### config.mk
export PLATFORM = sky130hd
export DESIGN_NAME = boot_rom
export DESIGN_NICKNAME = d
export VERILOG_FILES = /design/src/soc_pkg.sv /design/src/boot_rom.sv
export SDC_FILE = /design/constraint.sdc
export NUM_CORES = 1
export LEC_CHECK = 0
export ABC_AREA = 0
export ABC_CLOCK_PERIOD_IN_PS = 1900
export BUFFER_PORTS_ARGS = -buffer_cell sky130_fd_sc_hd__clkbuf_2
export CAP_MARGIN = 20
export CORE_AREA = 5 5 42 44
export CTS_BUF_LIST = sky130_fd_sc_hd__clkbuf_16
export DETAILED_ROUTE_END_ITERATION = 8
export DIE_AREA = 0 0 47 49
export GPL_TIMING_DRIVEN = 0
export PLACE_DENSITY = 0.91
export SYNTH_ARGS = -nofsm -noshare
export SYNTH_HDL_FRONTEND = slang
export SYNTH_SLANG_ARGS = --single-unit
### constraint.sdc
create_clock -name clk_i -period 1.9 [get_ports clk_i]
set_clock_uncertainty 0.2 [all_clocks]
set_input_delay 0.475 -clock clk_i [delete_from_list [all_inputs] [get_ports clk_i]]
set_output_delay 0.475 -clock clk_i [all_outputs]
set_load 0.02 [all_outputs]
### src/soc_pkg.sv
// Fixed 32-bit map with one ROM window and one SRAM window whose size is set per instance.
`default_nettype none

package soc_pkg;

  // --------------------------------------------------------------------------
  // Bus widths
  // --------------------------------------------------------------------------
  localparam int unsigned AddrWidth = 32;
  localparam int unsigned DataWidth = 32;
  localparam int unsigned BeWidth   = DataWidth / 8;

  // --------------------------------------------------------------------------
  // Address map
  // --------------------------------------------------------------------------
  localparam logic [AddrWidth-1:0] RomBase  = 32'h0000_1000;
  localparam int unsigned          RomWords = 64;
  localparam int unsigned          RomIdxW  = $clog2(RomWords);
  // SRAM length comes from the SramWords module parameter
  localparam logic [AddrWidth-1:0] RamBase  = 32'h8000_0000;

  // Boot ROM contents
  localparam logic [DataWidth-1:0] RomSeed = 32'hA5C3_0F00;

  // Word i of the ROM, product wraps at 32 bits
  function automatic logic [DataWidth-1:0] rom_word(input int unsigned idx);
    logic [DataWidth-1:0] prod;
    prod = DataWidth'(idx * 32'h0101_0101);
    return RomSeed ^ prod;
  endfunction

  // Word index wide enough for the larger of the two windows
  function automatic int unsigned word_idx_w(input int unsigned sram_words);
    return (sram_words > RomWords) ? $clog2(sram_words) : $clog2(RomWords);
  endfunction

  // --------------------------------------------------------------------------
  // Enums
  // --------------------------------------------------------------------------
  typedef enum logic [1:0] {
    IDLE,
    ACCESS,
    RESP,
    RELEASE
  } bus_state_e;

  typedef enum logic [1:0] {
    TGT_ROM,
    TGT_SRAM,
    TGT_NONE
  } target_e;

endpackage

`default_nettype wire
### src/boot_rom.sv
// Contents are fixed at elaboration by the seed rule and cannot be written. Read data lags en_i by one cycle.
`timescale 1ns/1ns
`default_nettype none

module boot_rom import soc_pkg::*; (
  input  logic                 clk_i,
  input  logic                 en_i,
  input  logic [RomIdxW-1:0]   word_i,
  output logic [DataWidth-1:0] rdata_o
);

  // --------------------------------------------------------------------------
  // Word store
  // --------------------------------------------------------------------------
  logic [DataWidth-1:0] rom_words [RomWords];

  // One constant per word, built from the package rule
  for (genvar i = 0; i < RomWords; i++) begin : g_rom_init
    assign rom_words[i] = rom_word(i);
  end

  // --------------------------------------------------------------------------
  // Read port
  // --------------------------------------------------------------------------
  // Boot code fetches come through here.
  // The output register holds its last word while en_i is low.
  always_ff @(posedge clk_i) begin
    if (en_i) begin
      rdata_o <= rom_words[word_i];
    end
  end

endmodule

`default_nettype wire

# Word level (Yosys, flattened, before mapping)
# Memories as Yosys holds them, arrays and structs flattened. A register that Yosys moved wholly into a read port is not among the register bits.
# Cells that the tools add are included.
# W data, S select, Z words.
# word_totals
ff_bits,0
latch_bits,0
ramBits,0
rom_bits,2048
output_inout_bits,32
memories,1
# memory_table
name,depth,word_bits,rd,rd_clocked_by_memory_dff,write_ports,line,source
(no name shown),64,32,1,1,0,boot_rom.sv:29,rdata_o <= rom_words[word_i];
# op_classes
add_sub_neg,0
multipliers,0
div,0
n_lt_le_gt_ge,0
n_eq_ne,0
shift,0
muxes,0
bitwise,1
reduce_logical,0
# op_table
cell,n
$not A6 Y7,1

# Logic depth before layout (Yosys ltp)
# Gate-level depths: netlist of run 1.
# logic_depth
ltp_word,1
depth_mapped,1
mapped_depth_nobuf,1

# Worst setup path after synthesis of run 1
# No wires, ideal clock.
# synth_timing
path_type,register to output
from,"register, netlist name rdata_o[28]"
to,output port rdata_o[12]
arrival_time_ns,0.697
path_slack_ns,0.528
path_stages_with_launch,2
n_path_buf,1
path_cell_list,edfxtp_1 buf_4
# synth_lines
item,line,source
end: declaration,boot_rom.sv:9,output logic [DataWidth-1:0] rdata_o

# Worst setup path after layout of run 1
# layout_timing
from,register rdata_o[28]
to,output port rdata_o[28]
# No word-level cell between the ends.

==> results of run 1 <==
-- Yosys cell counts --
master,n,area [um^2]
buf_4,21,158
edfxtp_1,11,330
inv_1,5,18.8
conb_1,2,7.51
-- per-stage QoR --
step                      power [mW]  worst slack [ns]
after floorplan                0.415             0.528
after CTS                      0.840             0.256
final                          0.832             0.264
after global routing           0.871             0.231
after detailed placement       0.468             0.508
after global placement         0.462             0.526
-- final cells by class --
| class | count | area [um^2] | area share (%) |
|---|---|---|---|
| plain buffers | 21 | 158 | 19.9 |
| clock buffers | 3 | 75.1 | 9.49 |
| clock inverters | 1 | 3.75 | 0.475 |
| inverters | 5 | 18.8 | 2.37 |
| multi-input cells | 8 | 30.0 | 3.80 |
| flip-flops and latches | 11 | 330 | 41.8 |
| well taps | 16 | 20.0 | 2.53 |
| repair buffers | 31 | 155 | 19.6 |
-- layout by cell type, fill, tap and decap left out --
cell type   n
edfxtp_1   11
clkbuf_16   3
clkbuf_2   31
inv_1       6
buf_4      21
conb_1      8
-- kinds of logic (layout without fill, tap and decap cells) --
kind of cell           Yosys count  count (layout)  synth area share, %
flip-flops                      11              11                 64.2
other                            2               8                 1.46
buffers and inverters           26              61                 34.3
-- path summary, 6_finish.rpt --
path,start,end,slack [ns],cells after the start
max,rdata_o[28],rdata_o[28],0.26,2
min,word_i[4],rdata_o[28],0.22,1
-- layer usage --
metal | up-vias | global-route usage [%]
met5 | - | 0
met4 | 0 | 5.53
met3 | 4 | 4.43
met2 | 26 | 15.8
met1 | 157 | 8.12
li1 | 173 | -
-- power groups by stage --
stage / combinational [mW] / clock (mW) / sequential [mW]
after global routing: 0.172 / 0.396 / 0.303
after global placement: 0.159 / 0 / 0.303
after CTS: 0.164 / 0.374 / 0.301
final: 0.164 / 0.367 / 0.301
after detailed placement: 0.163 / 0 / 0.305
after floorplan: 0.0866 / 0 / 0.328
==> results.sh, run 1 <==
export IMPL_grt_max_degree=12
export IMPL_synthToLayoutAreaGrowth_pct=53.8
export IMPL_cts_htree_levels=1
export IMPL_cp_max_fo=4
export IMPL_switchingPower_uw=200
export IMPL_start_util_pct=36.7
export IMPL_overflow=0
export IMPL_cts_hold_buf=0
export IMPL_num_vias=360
export IMPL_wl_per_cell_um=10.5
export IMPL_min_path_type="primary input to flip-flop"
export IMPL_fin_crit_ns=1.64
export IMPL_worstSetupEndpointType="primary output"
export IMPL_yosysUniqueCellTypes=4
export IMPL_syn_avg_cell_area_um2=13.2
export IMPL_arrival_ns=0.96
export IMPL_die_h_um=49
export IMPL_pwr_share_clk_pct=44.1
export IMPL_status="completed"
export IMPL_core_area_um2=1400
export IMPL_max_freq_ghz=0.611
export IMPL_cts_sinks=11
export IMPL_cts_made_buffers=3
export IMPL_crit_slowest_cell="edfxtp_1"
export IMPL_die_area_um2=2300
export IMPL_grt_util_all_layers_pct=9.24
export IMPL_clock_path_buffers=2
export IMPL_drv_slew=0
export IMPL_dr_wl_met3_um=138
export IMPL_drt_pass1_iter_count=3
export IMPL_synth_seq_area_share_pct=64.2
export IMPL_hpwl_um=815
export IMPL_rsz0062_at_grt="no"
export IMPL_crit_buf_inv=2
export IMPL_utilization_pct=56.4
export IMPL_post_route_cells_drive_above_1_share_pct=68.8
export IMPL_die_w_um=47
export IMPL_drtIter0Drc=6
export IMPL_period_share_pct=86.1
export IMPL_p_leak_nw=0.433
export IMPL_drt_wl_total_um=1010
export IMPL_pin_count=40
export IMPL_dp_cells=92
export IMPL_top_regs="rdata_o (11)"
export IMPL_final_cell_area_um2=791
export IMPL_setup_viol=0
export IMPL_grt_pass1_wl_um=1460
export IMPL_cts_tree="yes"
export IMPL_cp_data_required_time_ns=1.22
export IMPL_cts_resized=0
export IMPL_cpPeakStageDelay_ns=0.43
export IMPL_largest_register_ffs=11
export IMPL_synth_area_um2=514
export IMPL_antenna_left=0
export IMPL_cts_setup_buffers=0
export IMPL_top_layer_used="met4"
export IMPL_cp_top_family="flip-flops"
export IMPL_place_congestion=0.613
export IMPL_clkTransAtPathRegs_ns=0.04
export IMPL_synth_seq_cells=11
export IMPL_num_fill_cells=118
export IMPL_critPathKind="flip-flop to primary output"
export IMPL_p_sw_share_pct=24.0
export IMPL_post_drt_via_cell_ratio=3.75
export IMPL_combPwrFrac_pct=19.7
export IMPL_antenna_found_initial=0
export IMPL_final_instance_count_excl_fill=96
export IMPL_grt_pass1_vias=353
export IMPL_antenna_cells=0
export IMPL_hold_viol=0
export IMPL_power_density_nw_per_um2=1050
export IMPL_drc=0
export IMPL_worst_ir_drop_vdd_uv=795
export IMPL_syn_instance_count=39
export IMPL_top_register="rdata_o"
export IMPL_cts_root_buf="clkbuf_16"
export IMPL_yosysWarnings=0
export IMPL_p_int_uw=632
export IMPL_crit_chain="buf_4, clkbuf_2"
export IMPL_wl_met2_um=521
export IMPL_critPathLaunchType="flip-flop"
export IMPL_tns_ns=0
export IMPL_final_net_count=89
export IMPL_cap_violations=0
export IMPL_rows=14
export IMPL_wirelength_met1_um=324
export IMPL_hold_slack_ns=0.217
export IMPL_seqPwrFrac_pct=36.2
export IMPL_placed_area_um2=712
export IMPL_port_buffer_count=31
Note: power is estimated with default switching activity, not from simulation.
==> run 2: changes to the inputs <==
Settings changed: CELL_PAD_IN_SITES_DETAIL_PLACEMENT set to 0, CELL_PAD_IN_SITES_GLOBAL_PLACEMENT set to 1, CORE_AREA 5 5 42 44 to unset, CORE_MARGIN set to 5, CORE_UTILIZATION set to 29, DIE_AREA 0 0 47 49 to unset, PLACE_DENSITY 0.91 to 0.93.
==> run 2 against run 1 <==
  * Critical path depth did not move
  * Sequential share of layout area down 0.59 points
  * Cell count is 9.4% higher
  * Via count down 7.5%
  * Critical path type unchanged
  * Highest routed layer is now met3
==> results.sh, run 2 (synthesis gave the netlist of run 1 again) <==
export IMPL_num_fill_cells=162
export IMPL_pin_count=40
export IMPL_crit_chain="buf_4, clkbuf_2"
export IMPL_largest_register_ffs=11
export IMPL_cts_hold_buf=0
export IMPL_overflow=0
export IMPL_core_area_um2=1710
export IMPL_setup_viol=0
export IMPL_cts_sinks=11
export IMPL_cts_made_buffers=3
export IMPL_drc=0
export IMPL_cp_data_required_time_ns=1.22
export IMPL_hpwl_um=829
export IMPL_hold_viol=0
export IMPL_die_h_um=52.1
export IMPL_crit_slowest_cell="edfxtp_1"
export IMPL_wl_per_cell_um=8.76
export IMPL_p_leak_nw=0.433
export IMPL_min_path_type="primary input to flip-flop"
export IMPL_clock_path_buffers=2
export IMPL_post_drt_via_cell_ratio=3.17
export IMPL_critPathKind="flip-flop to primary output"
export IMPL_multi_input_area_um2=30.0
export IMPL_port_buffer_count=31
export IMPL_top_register="rdata_o"
export IMPL_drt_wl_total_um=920
export IMPL_power_uw=825
export IMPL_cts_setup_buffers=0
export IMPL_cpPeakStageDelay_ns=0.42
export IMPL_max_freq_ghz=0.616
export IMPL_critPathLaunchType="flip-flop"
export IMPL_drv_slew=0
export IMPL_final_instance_count_excl_fill=105
export IMPL_synthToLayoutAreaGrowth_pct=56.0
export IMPL_clkTransAtPathRegs_ns=0.04
export IMPL_place_congestion=0.583
export IMPL_final_net_count=89
export IMPL_use_met2_pct=13.6
export IMPL_rsz0062_at_grt="no"
export IMPL_cp_max_fo=4
export IMPL_gr_usage_met1_pct=6.27
export IMPL_antenna_found_initial=0
export IMPL_regArea_um2=330
export IMPL_drtIter0Drc=0
export IMPL_met3_usage_pct=1.15
export IMPL_cts_htree_levels=1
export IMPL_antenna_cells=0
export IMPL_die_w_um=52.1
export IMPL_grt_pass1_wl_um=1350
export IMPL_fin_crit_ns=1.62
export IMPL_period_share_pct=85.4
export IMPL_antenna_left=0
export IMPL_final_common_cell="clkbuf_2"
export IMPL_worst_ir_drop_vdd_uv=577
export IMPL_busiest_layer="met2"
export IMPL_cts_resized=0
export IMPL_final_cell_mix="clkbuf_2 (31), buf_4 (21), edfxtp_1 (11), conb_1 (8), inv_1 (6)"
export IMPL_post_route_cells_drive_above_1_share_pct=68.8
export IMPL_rows=15
export IMPL_grt_max_degree=12
export IMPL_status="completed"
export IMPL_num_vias=333
export IMPL_arrival_ns=0.95
export IMPL_power_density_nw_per_um2=1030
export IMPL_cts_tree="yes"
export IMPL_die_area_um2=2720
export IMPL_worstSetupEndpointType="primary output"
export IMPL_start_util_pct=30.1
export IMPL_dp_cells=101
export IMPL_cap_violations=0
export IMPL_top_regs="rdata_o (11)"
export IMPL_grt_util_all_layers_pct=6.82
export IMPL_drt_pass1_iter_count=1
export IMPL_tns_ns=0
export IMPL_grt_pass1_vias=310
export IMPL_cts_root_buf="clkbuf_16"
-- run 2: cell counts in the layout (fill, tap and decap cells not counted) --
No cell type changed its count.
-- run 2: worst paths after layout --
kind	from	end	slack (ns)	depth (start not counted)
max	rdata_o[28]	rdata_o[20]	0.28	2
min	word_i[4]	rdata_o[28]	0.23	1
-- run 2: report_power, final --
| part | internal (mW) | leakage [nW] | total, mW | switching [mW] |
|---|---|---|---|---|
| clock | 0.275 | 0.0423 | 0.363 | 0.0887 |
| combinational | 0.0664 | 0.284 | 0.162 | 0.0952 |
| sequential | 0.290 | 0.108 | 0.300 | 0.00965 |
-- run 2: area by class of cell --
cell class | count | area share, %
Multi-Input combinational cell | 8 | 3.74
Clock inverter | 1 | 0.468
Tap cell | 25 | 3.90
Buffer | 21 | 19.7
Clock buffer | 3 | 9.36
Timing Repair Buffer | 31 | 19.3
Sequential cell | 11 | 41.2
Inverter | 5 | 2.34
-- run 2: metal layers --
| metal | wire (um) | vias up |
|---|---|---|
| li1 | - | 174 |
| met1 | 296 | 146 |
| met2 | 578 | 13 |
| met3 | 45 | 0 |
| met4 | 0 | 0 |
| met5 | 0 | - |
-- run 2: worst max-delay path, delay by kind of cell, from the launching register on --
kind                   cells  cell delay, ns
flip-flops                 1            0.42
buffers and inverters      2            0.30
-- run 2: stage by stage --
step                      area, um^2  util [%]  worst slack, ns  hold slack [ns]
after detailed placement         723      42.3            0.511            0.465
after CTS                        802      47.0            0.265            0.227
after global routing             802      47.0            0.226            0.234
after floorplan                  537         -            0.528            0.374
after global placement           723      42.3            0.525            0.455
final                            802      47.0            0.277            0.226
