`config.mk`:
```
export PLATFORM = sky130hd
export DESIGN_NAME = bus_port
export DESIGN_NICKNAME = d
export VERILOG_FILES = /design/src/soc_pkg.sv /design/src/bus_port.sv
export SDC_FILE = /design/constraint.sdc
export NUM_CORES = 1
export LEC_CHECK = 0
export ABC_AREA = 0
export BUFFER_PORTS_ARGS = -buffer_cell sky130_fd_sc_hd__buf_2
export CAP_MARGIN = 30
export CORE_MARGIN = 2
export CORE_UTILIZATION = 35
export CTS_CLUSTER_SIZE = 12
export DETAILED_ROUTE_END_ITERATION = 12
export PLACE_DENSITY = 0.76
export SYNTH_ARGS = -nofsm -noshare
export SYNTH_HDL_FRONTEND = slang
export SYNTH_SLANG_ARGS = --single-unit
```
`constraint.sdc`:
```
create_clock -name clk_i -period 3.9 [get_ports clk_i]
set_input_delay 1.17 -clock clk_i [delete_from_list [all_inputs] [get_ports clk_i]]
set_output_delay 1.17 -clock clk_i [all_outputs]
set_load 0.03 [all_outputs]
```
`src/soc_pkg.sv`:
```
// Fixed 32-bit map with one ROM window and one SRAM window whose size is set per instance.
`default_nettype none

package soc_pkg;

  // --------------------------------------------------------------------------
  // Bus widths
  // --------------------------------------------------------------------------
  localparam int unsigned AddrWidth = 32;
  localparam int unsigned DataWidth = 32;
  localparam int unsigned BeWidth   = DataWidth / 8;

  // --------------------------------------------------------------------------
  // Address map
  // --------------------------------------------------------------------------
  localparam logic [AddrWidth-1:0] RomBase  = 32'h0000_1000;
  localparam int unsigned          RomWords = 64;
  localparam int unsigned          RomIdxW  = $clog2(RomWords);
  // SRAM length comes from the SramWords module parameter
  localparam logic [AddrWidth-1:0] RamBase  = 32'h8000_0000;

  // Boot ROM contents
  localparam logic [DataWidth-1:0] RomSeed = 32'hA5C3_0F00;

  // Word i of the ROM, product wraps at 32 bits
  function automatic logic [DataWidth-1:0] rom_word(input int unsigned idx);
    logic [DataWidth-1:0] prod;
    prod = DataWidth'(idx * 32'h0101_0101);
    return RomSeed ^ prod;
  endfunction

  // Word index wide enough for the larger of the two windows
  function automatic int unsigned word_idx_w(input int unsigned sram_words);
    return (sram_words > RomWords) ? $clog2(sram_words) : $clog2(RomWords);
  endfunction

  // --------------------------------------------------------------------------
  // Enums
  // --------------------------------------------------------------------------
  typedef enum logic [1:0] {
    IDLE,
    ACCESS,
    RESP,
    RELEASE
  } bus_state_e;

  typedef enum logic [1:0] {
    TGT_ROM,
    TGT_SRAM,
    TGT_NONE
  } target_e;

endpackage

`default_nettype wire
```
`src/bus_port.sv`:
```
// One four-phase access in flight at a time. Address bits [1:0] ignored, writes return zero data
`timescale 1ns/1ns
`default_nettype none

module bus_port import soc_pkg::*; #(
  parameter int unsigned SramWords = 256
) (
  input  logic                             clk_i,
  input  logic                             rst_ni,
  input  logic                             req_i,
  input  logic                             we_i,
  input  logic [AddrWidth-1:0]             addr_i,
  output logic                             ack_o,
  output logic [DataWidth-1:0]             rdata_o,
  output logic                             err_o,
  output logic                             rom_en_o,
  output logic                             sram_en_o,
  output logic                             sram_we_o,
  output logic [word_idx_w(SramWords)-1:0] mem_word_o,
  input  logic [DataWidth-1:0]             rom_rdata_i,
  input  logic [DataWidth-1:0]             sram_rdata_i
);

  localparam int unsigned          WordIdxW  = word_idx_w(SramWords);
  localparam logic [AddrWidth-1:0] RomBytes  = AddrWidth'(RomWords * 4);
  localparam logic [AddrWidth-1:0] SramBytes = AddrWidth'(SramWords * 4);

  bus_state_e state_q, state_d;

  target_e tgt;
  target_e tgt_q;
  logic    we_q;

  logic [AddrWidth-1:0] rom_off;
  logic [AddrWidth-1:0] sram_off;

  logic                 accept;
  logic                 resp_err;
  logic [DataWidth-1:0] merged;

  // --------------------------------------------------------------------------
  // Address decode
  // --------------------------------------------------------------------------
  // Addresses below a base wrap to a large offset and fall out of range
  always_comb begin
    rom_off  = addr_i - RomBase;
    sram_off = addr_i - RamBase;
    if (rom_off < RomBytes) begin
      tgt = TGT_ROM;
    end else if (sram_off < SramBytes) begin
      tgt = TGT_SRAM;
    end else begin
      tgt = TGT_NONE;
    end
  end

  // Both windows sit on a boundary of their own size,
  // so the low address bits are the word offset in either one
  assign mem_word_o = addr_i[WordIdxW+1:2];

  // New request taken in IDLE or right after ack drops
  assign accept = req_i && ((state_q == IDLE) || (state_q == RELEASE));

  // --------------------------------------------------------------------------
  // Slave strobes
  // --------------------------------------------------------------------------
  // Memories sample these on the edge that accepts the request.
  // ROM writes never reach the ROM.
  assign rom_en_o  = accept && (tgt == TGT_ROM) && !we_i;
  assign sram_en_o = accept && (tgt == TGT_SRAM);
  assign sram_we_o = we_i;

  // --------------------------------------------------------------------------
  // Response merge
  // --------------------------------------------------------------------------
  assign resp_err = (tgt_q == TGT_NONE) || ((tgt_q == TGT_ROM) && we_q);

  always_comb begin
    if (resp_err || we_q) begin
      merged = '0;
    end else if (tgt_q == TGT_ROM) begin
      merged = rom_rdata_i;
    end else begin
      merged = sram_rdata_i;
    end
  end

  // --------------------------------------------------------------------------
  // Handshake FSM
  // --------------------------------------------------------------------------
  always_comb begin
    state_d = state_q;
    case (state_q)
      IDLE, RELEASE: begin
        // RELEASE lasts one cycle unless a new request is already up
        state_d = req_i ? ACCESS : IDLE;
      end
      ACCESS: begin
        state_d = RESP;
      end
      RESP: begin
        // Hold ack while the host keeps req_i high
        if (!req_i) begin
          state_d = RELEASE;
        end
      end
      default: begin
        state_d = IDLE;
      end
    endcase
  end

  always_ff @(posedge clk_i or negedge rst_ni) begin
    if (!rst_ni) begin
      state_q <= IDLE;
      tgt_q   <= TGT_NONE;
      we_q    <= 1'b0;
      ack_o   <= 1'b0;
      err_o   <= 1'b0;
      rdata_o <= '0;
    end else begin
      state_q <= state_d;
      if (accept) begin
        tgt_q <= tgt;
        we_q  <= we_i;
      end
      if (state_q == ACCESS) begin
        // Slave data is valid now, so register the response
        ack_o   <= 1'b1;
        err_o   <= resp_err;
        rdata_o <= merged;
      end else if ((state_q == RESP) && !req_i) begin
        ack_o <= 1'b0;
      end
    end
  end

endmodule

`default_nettype wire

```
Yosys cells after proc, flatten, opt, wreduce, memory -nomap -nowiden
Cells that the tools add are included.
{"block": "word_totals", "register_bits": 39, "in_bits": 100}
{"block": "op_classes", "muxes": 9, "n_eq_ne": 6, "n_lt_le_gt_ge": 2, "n_reduce_logical": 16, "addsub": 2}
{"operator": "32-bit two-way mux", "count": 2}
{"operator": "32-bit by 11-bit < comparator with 1-bit output (second input constant)", "count": 1}
{"operator": "32-bit by 9-bit < comparator with 1-bit output (second input constant)", "count": 1}
{"operator": "32-bit by 13-bit subtractor with 32-bit output (second input constant)", "count": 1}
{"operator": "32-bit subtractor (second input constant)", "count": 1}
{"operator": "2-bit == test (second input constant)", "count": 3}
{"operator": "1-bit logical AND", "count": 6}
{"operator": "2-bit zero test", "count": 3}
{"operator": "2-bit two-way mux", "count": 3}
{"operator": "2-bit one-hot mux with 3 select lines", "count": 1}
{"operator": "2-bit by 1-bit == test with 1-bit output (second input constant)", "count": 2}
{"operator": "1-bit logical OR", "count": 3}
{"operator": "1-bit two-way mux", "count": 3}
{"operator": "1-bit zero test", "count": 2}
{"operator": "2-bit inequality test (second input constant)", "count": 1}
{"operator": "2-bit nonzero test", "count": 1}
{"operator": "2-bit OR reduction", "count": 1}

Logic depth before layout (Yosys ltp)
{"block": "depth", "depth_word": 7, "mapped_depth": 7}

Worst setup path after synthesis
No wires, ideal clock.
{"block": "synth_path", "path_type": "input -> output", "start": "input addr_i[23]", "end": "output rom_en_o", "path_buffers": 0, "path_stages": 5, "setup_slack_ps": 145, "t_arrival_ps": 2585, "path_cell_list": "or4b_1 -> nor4_1 -> o211ai_1 -> and3b_1 -> nor4b_4"}
{"block": "synth_between", "elab_chain_len": 7}
{"element": "from (decl)", "line_no": "bus_port.sv:12", "rtl": "input logic [AddrWidth-1:0] addr_i,"}
{"element": "32-bit subtractor", "line_no": "bus_port.sv:47", "rtl": "sram_off = addr_i - RamBase;"}
{"element": "32-bit by 11-bit < comparator with 1-bit output", "line_no": "bus_port.sv:50", "rtl": "end else if (sram_off < SramBytes) begin"}
{"element": "2-bit two-way mux", "line_no": "bus_port.sv:50"}
{"element": "2-bit two-way mux (*)", "line_no": "bus_port.sv:48", "rtl": "if (rom_off < RomBytes) begin"}
{"element": "2-bit zero test (*)", "line_no": "bus_port.sv:69", "rtl": "assign rom_en_o = accept && (tgt == TGT_ROM) && !we_i;"}
{"element": "1-bit logical AND (*) (2 in a row)", "line_no": "bus_port.sv:69"}
{"element": "to (decl)", "line_no": "bus_port.sv:16", "rtl": "output logic rom_en_o,"}
Mark *: on every way between the ends. The rest lies on a longest branch, timed or not.

Worst setup path after layout
{"block": "layout_path", "start": "input addr_i[27]", "end": "output rom_en_o"}
Same word-level chain as after synthesis.

==> results.rst <==
.. list-table::
   :header-rows: 1

   * - Metric
     - Value
   * - Number of warnings reported in the yosys synthesis log
     - 0
   * - Synthesized area divided by synthesized cell count
     - 10.2 sq um
   * - Worst slew pin tran
     - 865 ps
   * - Worst-path cell chain
     - buf_2 -> or3_4 -> or3_1 -> or3_1 -> and3b_1 -> nor4b_4 -> buf_4
   * - Proportion of layout cells with a drive suffix above 1
     - 47.4%
   * - Prevailing post-synth register cell
     - sky130_fd_sc_hd__dfrtp_1
   * - DRC violation total after the first TritonRoute iteration
     - 33
   * - Final std cells w/o fill
     - 408
   * - TritonCTS clock tree
     - built
   * - First-pass GRT wire length
     - 7.98 mm
   * - Sequential fraction of the synthesis area
     - 46.0%
   * - Max Buffers Root-to-Sink
     - 2
   * - Number of max-slew violations in the final report
     - 0
   * - Area inside the core boundary
     - 0.00589 sq mm
   * - Violations in the final reports
     - setup timing
   * - GRT Max-Usage Layer
     - met2
   * - Period minus WS final
     - 3930 ps
   * - Fraction of registers with async set/reset
     - 100%
   * - Final setup slack of the worst path
     - -33.9 ps
   * - Required time of the worst setup path
     - 2730 ps
   * - Placed Instances
     - 400
   * - Number of nets still failing antenna checks after routing
     - 0
   * - WL final
     - 5.39 mm
   * - Hold buffers post-CTS
     - 0
   * - Count of inserted antenna diode cells
     - 0
   * - Family with the most delay on the worst path
     - simple AND/OR/NAND/NOR gates
   * - Total congestion overflow after global routing
     - 0
   * - Number of placed I/O pins
     - 145
   * - Number of global-route vias before repair
     - 1846
   * - Class of the tightest hold or removal check
     - reg2reg
   * - Area overhead of the layout relative to synthesis
     - 40.8%
   * - Final hold viol count
     - 0
   * - Category of the worst setup path capture point
     - output pin
   * - Grt met1 use
     - 16.8%
   * - Routed length per placed instance
     - 13.2 um
   * - Pwr/cell area
     - 369 mW/mm^2
   * - Period Utilization, post-route
     - 101%
   * - Slowest cell on crit path
     - sky130_fd_sc_hd__or3_4
   * - Total Nets Final
     - 434
   * - Avg Vias per Cell
     - 4.76
   * - Die footprint
     - 0.00671 sq mm
   * - Number of levels in the clock H-tree
     - 2
   * - Buffers inserted during post-CTS setup optimization
     - 0
   * - FF+latch count, synth
     - 39
   * - Top cell by count, worst path
     - sky130_fd_sc_hd__or3_1
   * - Final setup skew
     - 4.83 ps
   * - DRC
     - 0
   * - Sum of net half-perimeters after detailed placement
     - 4.08 mm
   * - DIE WIDTH
     - 81.9 um
   * - Setup-failing EPs final
     - 1
   * - Number of synthesized flops with an enable pin
     - 0
   * - Instance count of the mapped netlist
     - 209
   * - Worst max-slew margin expressed relative to the limit
     - 42.3%
   * - Global routing usage summed across all routing layers
     - 15.6%
   * - Clock insertion delay at the later pin of the skew report
     - 290 ps
   * - Crit path DAT
     - 2760 ps
   * - GR Util met3
     - 4.29%
   * - Total vias in the final route
     - 1942
   * - Sort of element at the start of the critical path
     - primary input
   * - Pin count of the biggest net entering global routing
     - 40
   * - Sink count of the clock tree
     - 39
   * - Initial Utilization
     - 36.1%
   * - Initial antenna violation count
     - 0
   * - Height of the die
     - 81.9 um
   * - Crit path buffers/inverters
     - 2
   * - Worst ir drop on vdd
     - 0.000268 V
   * - Global placement routability congestion
     - 0.852
   * - Count of distinct cell types in the synthesized netlist
     - 34
   * - Delay of the slowest cell on the worst path
     - 370 ps
   * - Maximum fanout count along the critical path
     - 2
   * - CTS Buf Count
     - 5
   * - Rows
     - 28
   * - Leakage power summed over all cells
     - 0.00147 uW
   * - Cell at the root of the clock tree
     - sky130_fd_sc_hd__clkbuf_8
   * - Global routing usage on met2
     - 28.8%
   * - RSZ-0062 raised after global routing
     - yes
   * - Drt pass-1 iters
     - 4
   * - Clk slew on worst S/H paths
     - 70 ps
   * - Number of nets in the synthesized netlist
     - 311
   * - Category of the most critical setup path
     - in2out
   * - Run status
     - finished, violations left
   * - Worst hold slack
     - 522 ps
   * - Synthesized cell area
     - 0.00212 sq mm
   * - Count of buffers from port buffering
     - 130
   * - Achievable clock frequency
     - 0.254 GHz
   * - Max-cap viol count
     - 0
[sequential cells by signal, indices dropped and copies added, names as in the netlist]
signal   count
rdata_o     32
err_o        1
state_q      2
we_q         1
tgt_q        2
ack_o        1
[layout by cell type (no fill, tap or decap), drive strengths merged, types with 2 or more instances in the layout]
cell type | Yosys | routed
nor3 | 2 | 2
or3 | 3 | 3
nor4 | 3 | 3
nand2b | 2 | 2
o211ai | 2 | 2
nor4bb | 2 | 2
and4 | 3 | 3
mux2i | 32 | 32
inv | 37 | 37
mux2 | 3 | 3
ha | 2 | 2
a21oi | 2 | 2
dfrtp | 38 | 38
o22ai | 32 | 32
o21ai | 4 | 4
nand2 | 4 | 4
nor2 | 7 | 7
buf | 12 | 135
bufinv | 0 | 2
clkbuf | 7 | 5
[metal layers]
| layer | wire length, um | vias up | part of all wire, % |
|---|---|---|---|
| li1 | - | 968 | - |
| met5 | 0 | - | 0 |
| met2 | 2850 | 71 | 53 |
| met3 | 358 | 10 | 6.6 |
| met4 | 72 | 0 | 1.3 |
| met1 | 2100 | 893 | 39 |
[worst reg2reg max path, cell delays in order, from the launching register on]
cell and delay (ps):
sky130_fd_sc_hd__dfrtp_1 390, sky130_fd_sc_hd__inv_1 80, sky130_fd_sc_hd__ha_1 340, sky130_fd_sc_hd__nor4bb_1 260
sky130_fd_sc_hd__and4_2 260, sky130_fd_sc_hd__o211ai_1 110, sky130_fd_sc_hd__buf_4 160, sky130_fd_sc_hd__nor4bb_1 270
sky130_fd_sc_hd__a21oi_1 100
[report_power, final]
group	switching, uW	internal [uW]
Combinational	151	102
Clock	142	255
Sequential	17.7	433
[synth_stat cells (2+ instances only)]
cell / number / area share (%)
sky130_fd_sc_hd__nand2b_1: 2 / 0.59
sky130_fd_sc_hd__o22ai_1: 32 / 9.4
sky130_fd_sc_hd__ha_1: 2 / 1.2
sky130_fd_sc_hd__clkbuf_1: 7 / 1.2
sky130_fd_sc_hd__a21oi_1: 2 / 0.47
sky130_fd_sc_hd__nor4_1: 2 / 0.59
sky130_fd_sc_hd__buf_4: 9 / 3.2
sky130_fd_sc_hd__and4_2: 3 / 1.4
sky130_fd_sc_hd__or3_1: 3 / 0.88
sky130_fd_sc_hd__buf_2: 3 / 0.71
sky130_fd_sc_hd__o21ai_0: 4 / 0.94
sky130_fd_sc_hd__dfrtp_1: 38 / 45
sky130_fd_sc_hd__nor2_1: 7 / 1.2
sky130_fd_sc_hd__mux2i_1: 32 / 15
sky130_fd_sc_hd__o211ai_1: 2 / 0.71
sky130_fd_sc_hd__nor4bb_1: 2 / 0.94
sky130_fd_sc_hd__mux2_2: 3 / 1.6
sky130_fd_sc_hd__inv_1: 37 / 6.5
sky130_fd_sc_hd__nand2_1: 4 / 0.71
[logic make-up after synthesis]
group / Yosys count / share of synthesized area (%)
adders and majority gates: 2 / 1.18
xor gates and xnor gates: 2 / 0.825
AOI/OAI and AO/OA: 42 / 12.2
DFF: 39 / 46.0
buffers and inverters: 56 / 11.7
and+or+nand+nor: 33 / 11.4
muxes: 35 / 16.7
[final timing paths]
| check | from | to | slack (ps) | depth (start not counted) |
|---|---|---|---|---|
| max | addr_i[27] | rom_en_o | -30 | 7 |
| min | err_o$_DFFE_PN0P_ | err_o$_DFFE_PN0P_ | 520 | 1 |
| max reg2reg | state_q[0]$_DFFE_PN0P_ | tgt_q[1]$_DFFE_PN1P_ | 1850 | 8 |
| min reg2reg | err_o$_DFFE_PN0P_ | err_o$_DFFE_PN0P_ | 520 | 1 |
| max in group asynchronous | rst_ni | state_q[1]$_DFFE_PN0P_ | 2370 | 1 |
| min in group asynchronous | rst_ni | rdata_o[10]$_DFFE_PN0P_ | 990 | 1 |
[final cells by class]
cell class | count | area [sq um]
Clock buffer | 5 | 68.8
Fill cell | 577 | 2900
Tap cell | 75 | 93.8
Multi-Input combinational cell | 114 | 926
Sequential cell | 39 | 977
Timing Repair Buffer | 135 | 717
Clock inverter | 3 | 67.6
Inverter | 37 | 139
[stage by stage]
stage	TNS, ps	worst slack [ps]	cell area, sq um	utilization [%]	total power [uW]
4_1_cts	-33.8	-33.8	2970	50.5	1120
5_1_grt	-104	-104	2990	50.8	1170
3_3_place_gp	-50.8	-50.8	2800	47.5	704
2_1_floorplan	0	145	2120	-	621
3_5_place_dp	-66.3	-66.3	2820	48.0	712
6_report	-33.9	-33.9	2990	50.8	1100
[repair_timing]
action	4_1_cts	5_1_grt
endpoints found under the setup margin	1	1
pin swaps	0	2
resized for setup	3	3
Power figures use the tool's default switching activity.
